File: src/logic/flush_pkg.sv
package flush_pkg;

  // ----------------------------------------
  // Widths
  // ----------------------------------------
  // Program counter and address width
  localparam int unsigned AddrWidth = 32;
  // Pad setting and pad counter width
  localparam int unsigned PadWidth = 32;

  // ----------------------------------------
  // Fence.t timing
  // ----------------------------------------
  // Consecutive cache-idle cycles before padding
  localparam int unsigned DrainCycles = 16;
  // Cycles the micro-architecture is held in reset
  localparam int unsigned UarchRstCycles = 16;
  // Length of the cache-init suppression tail
  localparam int unsigned CacheInitHold = 3;
  // Step from the fence.t PC to the resume address
  localparam int unsigned InstrBytes = 4;
  // Drain counter saturates at DrainCycles
  localparam int unsigned DrainCntW = $clog2(DrainCycles + 1);
  localparam int unsigned RstCntW = $clog2(UarchRstCycles);

  // ----------------------------------------
  // Feature switches
  // ----------------------------------------
  localparam bit DcacheWriteBack = 1'b1;
  localparam bit HasSupervisor = 1'b1;
  localparam bit HasHypervisor = 1'b1;
  localparam bit HasAtomics = 1'b1;
  localparam bit HasDebug = 1'b1;

  // Privilege levels in RISC-V encoding
  typedef enum logic [1:0] {
    PRIV_LVL_U = 2'b00,
    PRIV_LVL_S = 2'b01,
    PRIV_LVL_M = 2'b11
  } priv_lvl_e;

  // Fence.t sequence states
  typedef enum logic [2:0] {
    FT_IDLE,
    FT_FLUSH_DCACHE,
    FT_DRAIN,
    FT_PAD,
    FT_RST_UARCH
  } fence_t_state_e;

endpackage

File: src/logic/fence_link_if.sv
`timescale 1ns/10ps

// Fence status from the flush decoder to the fence.t sequencer
interface fence_link_if;

  // One-cycle marker of a fence.t request
  logic                           fence_t_start;
  // Commit PC plus one instruction, valid with fence_t_start
  logic [flush_pkg::AddrWidth-1:0] resume_pc;
  // Fence or fence.i data-cache flush still waiting for its ack
  logic                           fence_active;
  // Cycle in which the cache acknowledges a pending fence flush
  logic                           dcache_done;

  // Decoder owns every signal
  modport decoder_mp (
    output fence_t_start,
    output resume_pc,
    output fence_active,
    output dcache_done
  );

  // Sequencer only observes
  modport sequencer_mp (
    input fence_t_start,
    input resume_pc,
    input fence_active,
    input dcache_done
  );

endinterface

File: src/logic/flush_decoder.sv
`timescale 1ns/10ps

module flush_decoder (
  input  logic                            clk_i,
  input  logic                            rst_ni,
  input  logic                            v_i,
  input  logic                            mispredict_i,
  input  logic                            fence_i,
  input  logic                            fence_i_i,
  input  logic                            fence_t_i,
  input  logic                            sfence_vma_i,
  input  logic                            hfence_vvma_i,
  input  logic                            hfence_gvma_i,
  input  logic                            flush_csr_i,
  input  logic                            flush_acc_i,
  input  logic                            flush_commit_i,
  input  logic                            ex_valid_i,
  input  logic                            eret_i,
  input  logic                            set_debug_pc_i,
  input  logic                            flush_dcache_ack_i,
  input  logic [flush_pkg::AddrWidth-1:0] pc_commit_i,
  output logic                            set_pc_commit_o,
  output logic                            flush_if_o,
  output logic                            flush_unissued_instr_o,
  output logic                            flush_id_o,
  output logic                            flush_ex_o,
  output logic                            flush_bp_o,
  output logic                            flush_icache_o,
  output logic                            flush_tlb_o,
  output logic                            flush_tlb_vvma_o,
  output logic                            flush_tlb_gvma_o,
  output logic                            flush_dcache_o,
  fence_link_if.decoder_mp                link
);

  logic fence_active_d, fence_active_q;
  // Unregistered data-cache flush request
  logic flush_dcache;
  logic dcache_done;

  // Requests gated by the fixed feature set
  logic sfence_req, hfence_vvma_req, hfence_gvma_req, commit_req;
  logic debug_req, pc_flush_req, trap_req;

  assign sfence_req      = flush_pkg::HasSupervisor & sfence_vma_i;
  assign hfence_vvma_req = flush_pkg::HasHypervisor & hfence_vvma_i;
  assign hfence_gvma_req = flush_pkg::HasHypervisor & hfence_gvma_i;
  assign commit_req      = flush_pkg::HasAtomics & flush_commit_i;
  assign debug_req       = flush_pkg::HasDebug & set_debug_pc_i;

  // Anything behaving like a CSR write with side effects
  assign pc_flush_req = fence_i | fence_i_i | sfence_req | hfence_vvma_req
                      | hfence_gvma_req | flush_csr_i | flush_acc_i | commit_req;
  assign trap_req     = ex_valid_i | eret_i | debug_req;

  // Pending fence flush acknowledged this cycle
  assign dcache_done = fence_active_q & flush_dcache_ack_i;

  // ----------------------------------------
  // Request rules where later ones override
  // ----------------------------------------
  always_comb begin
    fence_active_d         = fence_active_q;
    flush_dcache           = 1'b0;
    set_pc_commit_o        = 1'b0;
    flush_if_o             = 1'b0;
    flush_unissued_instr_o = 1'b0;
    flush_id_o             = 1'b0;
    flush_ex_o             = 1'b0;
    flush_bp_o             = 1'b0;
    flush_icache_o         = 1'b0;
    flush_tlb_o            = 1'b0;
    flush_tlb_vvma_o       = 1'b0;
    flush_tlb_gvma_o       = 1'b0;

    // Mispredict only kills the front end
    if (mispredict_i) begin
      flush_unissued_instr_o = 1'b1;
      flush_if_o             = 1'b1;
    end

    // Restart from the commit PC with an empty pipeline
    if (pc_flush_req) begin
      set_pc_commit_o        = 1'b1;
      flush_if_o             = 1'b1;
      flush_unissued_instr_o = 1'b1;
      flush_id_o             = 1'b1;
      flush_ex_o             = 1'b1;
    end

    if (fence_i_i) flush_icache_o = 1'b1;

    // Write-back cache must be written out on fence and fence.i
    if (flush_pkg::DcacheWriteBack && (fence_i || fence_i_i)) begin
      flush_dcache   = 1'b1;
      fence_active_d = 1'b1;
    end

    // Hold the flush until the cache acknowledges
    if (dcache_done) begin
      fence_active_d = 1'b0;
    end else if (fence_active_q) begin
      flush_dcache = 1'b1;
    end

    // Guest translations when virtualised
    if (sfence_req) begin
      if (flush_pkg::HasHypervisor && v_i) flush_tlb_vvma_o = 1'b1;
      else flush_tlb_o = 1'b1;
    end
    if (hfence_vvma_req) flush_tlb_vvma_o = 1'b1;
    if (hfence_gvma_req) flush_tlb_gvma_o = 1'b1;

    // Fence.t hands over to the sequencer
    if (fence_t_i) begin
      flush_icache_o = 1'b1;
      flush_dcache   = 1'b1;
    end

    // Trap target comes from the CSR file, not the commit PC
    if (trap_req) begin
      set_pc_commit_o        = 1'b0;
      flush_if_o             = 1'b1;
      flush_unissued_instr_o = 1'b1;
      flush_id_o             = 1'b1;
      flush_ex_o             = 1'b1;
      flush_bp_o             = 1'b1;
    end
  end

  // Link to the sequencer
  assign link.fence_t_start = fence_t_i;
  assign link.resume_pc     = pc_commit_i + flush_pkg::AddrWidth'(flush_pkg::InstrBytes);
  assign link.fence_active  = fence_active_q;
  assign link.dcache_done   = dcache_done;

  // ----------------------------------------
  // Registers
  // ----------------------------------------
  always_ff @(posedge clk_i or negedge rst_ni) begin
    if (!rst_ni) begin
      fence_active_q <= 1'b0;
      flush_dcache_o <= 1'b0;
    end else begin
      fence_active_q <= fence_active_d;
      // Registered to relieve the cache path
      flush_dcache_o <= flush_dcache;
    end
  end

  // An ack only ends a fence flush that is still driven to the cache
  a_done_ends_fence : assert property (
    @(posedge clk_i) disable iff (!rst_ni)
    link.dcache_done |-> flush_dcache_o
  );

endmodule

File: src/flat_wrapper.sv
// flat-port wrapper written by rule: the top's interface ports become plain ports
module flush_decoder_flat 
  (clk_i, rst_ni, v_i, mispredict_i, fence_i, fence_i_i, fence_t_i, sfence_vma_i, hfence_vvma_i, hfence_gvma_i, flush_csr_i, flush_acc_i, flush_commit_i, ex_valid_i, eret_i, set_debug_pc_i, flush_dcache_ack_i, pc_commit_i, set_pc_commit_o, flush_if_o, flush_unissued_instr_o, flush_id_o, flush_ex_o, flush_bp_o, flush_icache_o, flush_tlb_o, flush_tlb_vvma_o, flush_tlb_gvma_o, flush_dcache_o, link_fence_t_start, link_resume_pc, link_fence_active, link_dcache_done);
  fence_link_if link_i ();
  input  logic clk_i;
  input  logic rst_ni;
  input  logic v_i;
  input  logic mispredict_i;
  input  logic fence_i;
  input  logic fence_i_i;
  input  logic fence_t_i;
  input  logic sfence_vma_i;
  input  logic hfence_vvma_i;
  input  logic hfence_gvma_i;
  input  logic flush_csr_i;
  input  logic flush_acc_i;
  input  logic flush_commit_i;
  input  logic ex_valid_i;
  input  logic eret_i;
  input  logic set_debug_pc_i;
  input  logic flush_dcache_ack_i;
  input  logic [flush_pkg::AddrWidth-1:0] pc_commit_i;
  output logic set_pc_commit_o;
  output logic flush_if_o;
  output logic flush_unissued_instr_o;
  output logic flush_id_o;
  output logic flush_ex_o;
  output logic flush_bp_o;
  output logic flush_icache_o;
  output logic flush_tlb_o;
  output logic flush_tlb_vvma_o;
  output logic flush_tlb_gvma_o;
  output logic flush_dcache_o;
  output wire logic [$bits(link_i.fence_t_start)-1:0] link_fence_t_start;
  output wire logic [$bits(link_i.resume_pc)-1:0] link_resume_pc;
  output wire logic [$bits(link_i.fence_active)-1:0] link_fence_active;
  output wire logic [$bits(link_i.dcache_done)-1:0] link_dcache_done;
  assign link_fence_t_start = link_i.fence_t_start;
  assign link_resume_pc = link_i.resume_pc;
  assign link_fence_active = link_i.fence_active;
  assign link_dcache_done = link_i.dcache_done;
  flush_decoder u_core (.clk_i(clk_i), .rst_ni(rst_ni), .v_i(v_i), .mispredict_i(mispredict_i), .fence_i(fence_i), .fence_i_i(fence_i_i), .fence_t_i(fence_t_i), .sfence_vma_i(sfence_vma_i), .hfence_vvma_i(hfence_vvma_i), .hfence_gvma_i(hfence_gvma_i), .flush_csr_i(flush_csr_i), .flush_acc_i(flush_acc_i), .flush_commit_i(flush_commit_i), .ex_valid_i(ex_valid_i), .eret_i(eret_i), .set_debug_pc_i(set_debug_pc_i), .flush_dcache_ack_i(flush_dcache_ack_i), .pc_commit_i(pc_commit_i), .set_pc_commit_o(set_pc_commit_o), .flush_if_o(flush_if_o), .flush_unissued_instr_o(flush_unissued_instr_o), .flush_id_o(flush_id_o), .flush_ex_o(flush_ex_o), .flush_bp_o(flush_bp_o), .flush_icache_o(flush_icache_o), .flush_tlb_o(flush_tlb_o), .flush_tlb_vvma_o(flush_tlb_vvma_o), .flush_tlb_gvma_o(flush_tlb_gvma_o), .flush_dcache_o(flush_dcache_o), .link(link_i));
endmodule
File: config.mk
export PLATFORM = sky130hd
export DESIGN_NAME = flush_decoder_flat
export DESIGN_NICKNAME = d
export VERILOG_FILES = /design/src/logic/flush_pkg.sv /design/src/logic/fence_link_if.sv /design/src/logic/flush_decoder.sv /design/src/flat_wrapper.sv
export SDC_FILE = /design/constraint.sdc
export NUM_CORES = 1
export LEC_CHECK = 0
export BUFFER_PORTS_ARGS = -buffer_cell sky130_fd_sc_hd__buf_2
export CAP_MARGIN = 10
export CORE_UTILIZATION = 37
export CTS_CLUSTER_DIAMETER = 120
export DETAILED_ROUTE_END_ITERATION = 16
export GPL_ROUTABILITY_DRIVEN = 0
export PLACE_DENSITY = 0.87
export SLEW_MARGIN = 20
export SYNTH_ARGS = -nofsm -noshare
export SYNTH_HDL_FRONTEND = slang
export SYNTH_SLANG_ARGS = --single-unit
File: constraint.sdc
create_clock -name clk_i -period 3 [get_ports clk_i]
set_input_delay 0.15 -clock clk_i [delete_from_list [all_inputs] [get_ports clk_i]]
set_output_delay 0.15 -clock clk_i [all_outputs]
set_load 0.01 [all_outputs]
Yosys cells after proc, flatten, opt, wreduce, memory -nomap -nowiden:

Index checks and enable logic that the tools add are counted.

* bits in registers: 2
* bits of input ports: 49
* logic and storage cells: 36

* $add $sub $neg: 1
* multiplexer cells: 21
* bitwise gates (word level): 10
* reductions and logical operators: 2

Operators with widths (count)
* $add 32x3->32 const B: 1
* $mux 1: 21
* $or 1x1->1: 9
* $reduce_bool 2->1: 1
* $and 1x1->1: 1
* $logic_or 1x1->1: 1

Depth between registers and ports, before layout:

* word-level depth: 9
* depth in mapped cells: 6
* depth with buffers taken out: 5

Worst setup path before layout:

No wires, ideal clock.

* path kind: in2out
* from: input hfence_vvma_i
* to: output flush_unissued_instr_o
* arrival time: 1.537 ns
* required time: 2.850 ns
* slack: 1.313 ns
* stages: 4
* path buffers: 1
* cells stage by stage: or4_1 > or3_1 > or2_1 > buf_4

* word-level cells in the longest chain between the ends: 7

RTL lines
* start, declared: line flat_wrapper.sv:13 `input logic hfence_vvma_i;`
* $or 1x1->1: line flush_decoder.sv:52 `assign pc_flush_req = fence_i | fence_i_i | sfence_req | hfence_vvma_req`
* $or 1x1->1 (4 in series): line flush_decoder.sv:53 `| hfence_gvma_req | flush_csr_i | flush_acc_i | commit_req;`
* $mux 1 (2 in series)
* end, declared: line flat_wrapper.sv:25 `output logic flush_unissued_instr_o;`

No other way between the ends.

Worst setup path in the final report:

* from: input pc_commit_i[14] in the netlist's numbering
* to: output link_resume_pc[31]

* word-level cells in the longest chain between the ends: 1

RTL lines
* start, declared: line flat_wrapper.sv:22 `input logic [flush_pkg::AddrWidth-1:0] pc_commit_i;`
* $add 32x3->32: line flush_decoder.sv:133 `assign link.resume_pc = pc_commit_i + flush_pkg::AddrWidth'(flush_pkg::InstrBytes);`
* end, declared: line flat_wrapper.sv:35 `output wire logic [$bits(link_i.resume_pc)-1:0] link_resume_pc;`

No other way between the ends.

==> results.md <==
* Total track usage at 0.1855
* Vias in the first global route at 981
* Main combinational cell family by area after synthesis: simple AND/OR/NAND/NOR gates
* Post-synth top area cell: xor2_1
* # Post-CTS Setup Buffers at 0
* Synth Flop Type: dfrtp_1
* Critical path class: in2out
* Register area share after synthesis at 0.05970
* Syn Area/Cell at 7.691 µm²
* N_diodes at 0
* Clk pin slew, worst setup/hold paths at 0.03 ns
* CORE AREA at 2042 µm²
* Ys async rst share at 1.000
* Worst EP required at 2.85 ns
* Antenna violations before repair at 0
* Max-cap viol count at 0
* Worst-path fanout max at 11
* Worst-path cell chain: buf_2, and4_1, nand4_1, nor4_1, xor2_1, buf_2
* CP most frequent cell: buf_2
* Post-Synth Simple-Gate Area at 0.5045
* Power per cell area at 174.2 nW/µm²
* Syn. warnings at 0
* Dpl hpwl at 1958 µm
* Starting Density at 0.4105
* Setup slack, reg-to-reg at 2.17 ns
* Max clock buf depth at 2
* Final Hold Viols at 0
* Cells on worst reg2reg path at 1
* Post-Syn Instances at 109
* CTS tree: yes
* Largest net degree at the start of global routing at 12
* Total CTS buffers at 3
* Hold Path Class: in2reg
* Slowest stage delay, CP at 0.57 ns
* Final WL at 2314 µm
* # clock sinks at 2
* Hold_sp: fence_i
* Worst r2r src: u_core.link.fence_active$_DFFE_PN0P_
* Pins Over Slew Limit at 0
* Max Fclk at 479.7 MHz
* Antenna Nets Post-Route at 0
* Synthesized net count at 159
* RSZ-0062 raised after global routing: false
* Xor-xnor portion of the synthesized cell area at 0.2925
* First-pass GRT wire length at 3719 µm
* Status: complete, no violations
* Mux contribution to synthesized area at 0
* Slew HR at 0.5295
* Layout cell share with drive strength beyond 1 at 0.5515
* WHS Endpoint: u_core.flush_dcache_o$_DFF_PN0_
* # port buffers at 90
* Setup-failing EPs final at 0
* Hold depth at 2
* Die area at 2460 µm²
* Rows at 16
* Register bit total from synthesis at 2
* First-pass DRT Iterations at 4
* Worst-margin pin slew at 0.7036 ns
* Final TNS setup at 0 ns
* Critical path arrival at 1.93 ns
* Final Critical Period at 2.085 ns
* Die Y at 49.60 µm
* Adder-Cell Fraction of Synth Area at 0.01493
* Post-synth EDFFs at 0
* DR vias/cell at 4.855
* Area grow syn2layout at 53.43%
* Reported leakage power at 0.6569 nW
* Layout net count at 246
* Clock Skew at 0.003658 ns
* Most common cell in the synthesized netlist: xor2_1
* CTS root buf: clkbuf_4
* Mapped Area at 838.3 µm²
* Vias at 1073
* Area contributors post-synth: xor2_1 21%, xnor2_1 8.4%, nor4_2 7.5%, buf_4 6.3%, dfrtp_1 6.0%
* Crit path max-delay cell type: nand4_1
* Crit path capture type: output pin
* GRT overflow at 0
* DRT iter0 DRCs at 15
* Per-cell routed wire length at 10.47 µm
* Synth top cells by count: 20 x xor2_1, 9 x nor2_1, 8 x xnor2_1
* Maximum VDD drop at 0.2436 mV
* Clock Latency Late Sink at 0.22 ns
* CTS H-tree depth at 1
* Area share of the largest cell type after synthesis at 0.2090
* Number of remaining DRC errors at 0
* Tcrit/Tclk final at 0.6949
* Ports at 95
* Synth unique cells at 31
* Die width at 49.60 µm
* Critical Path Source Type: primary input
* Synth Area in Compound Gates at 0.01940
* Hold_ws at 0.1794 ns
* Finished Core Util at 0.6299
* Reg2reg end: u_core.flush_dcache_o$_DFF_PN0_
## worst max-delay path: cells and delay by family
kind	cells	cell delay [ns]
AND/OR/NAND/NOR	3	1.33
buffers and inverters	2	0.28
XOR/XNOR	1	0.17
## metal layers
metal,vias to the layer above,track usage,wire length (µm)
li1,554,-,-
met2,50,0.3694,1272
met3,0,0.01852,146
met1,469,0.1971,896
met5,-,0,0
met4,0,0.06190,0
## registers in the layout (all words and copies together) (netlist names)
signal and flops:
u_core.link.fence_active 1, u_core.flush_dcache_o 1
## timing repair
action | CTS | global route
hold buffers | 1 | 0
endpoints found under the hold margin | 2 | 0
resized for setup | 0 | 0
## logic make-up after synthesis
logic type	after synthesis
and+or+nand+nor	61
xor gates and xnor gates	28
adders and majority gates	1
buffers and inverters	15
DFF	2
AOI/OAI and AO/OA	2
## power by group
part           switching [mW]  internal [mW]
combinational          0.0718         0.0617
sequential            0.00155         0.0292
clock                  0.0156         0.0442
total                  0.0890          0.135
## worst max-delay path by stage
stage                          startpoint                     end  slack (ns)  cells after the start
after floorplan             hfence_vvma_i  flush_unissued_instr_o        1.31                      4
after global placement    pc_commit_i[14]      link_resume_pc[31]        0.96                      6
after detailed placement  pc_commit_i[14]      link_resume_pc[31]        0.92                      6
after CTS                 pc_commit_i[14]      link_resume_pc[31]        0.91                      6
after global routing      pc_commit_i[14]      link_resume_pc[31]        0.70                      6
final                     pc_commit_i[14]      link_resume_pc[31]        0.92                      6
## cells in the final DEF, fill, tap and decap left out, types with 2 or more instances in the layout
cell type / instances
nand4_1: 5
nor4_1: 2
nor4_2: 5
xor2_1: 20
nor2_1: 9
dfrtp_1: 2
nor4_4: 2
or3_1: 2
clkbuf_4: 3
or4_1: 4
nand3_1: 7
nor3_2: 2
nor3_1: 3
xnor2_1: 8
nand2_1: 7
and3_1: 3
and4_1: 2
inv_1: 6
buf_2: 90
## through the flow
step                      total power, mW  cell area (µm²)  std cells  setup slack, ns
after floorplan                   0.09007            838.3        109            1.313
after global placement             0.1613             1254        217           0.9568
after detailed placement           0.1640             1254        217           0.9224
after CTS                          0.2275             1286        221           0.9138
after global routing               0.2405             1286        221           0.6951
final                              0.2240             1286        221           0.9154
## area by class of cell
cell class	instances	area, µm²
clock buffer	3	22.52
fill	201	755.7
inverter	6	22.52
multi-input combinational	92	696.9
sequential	2	50.05
tap	27	33.78
timing repair buffer	91	460.4
Power figures use the tool's default switching activity.
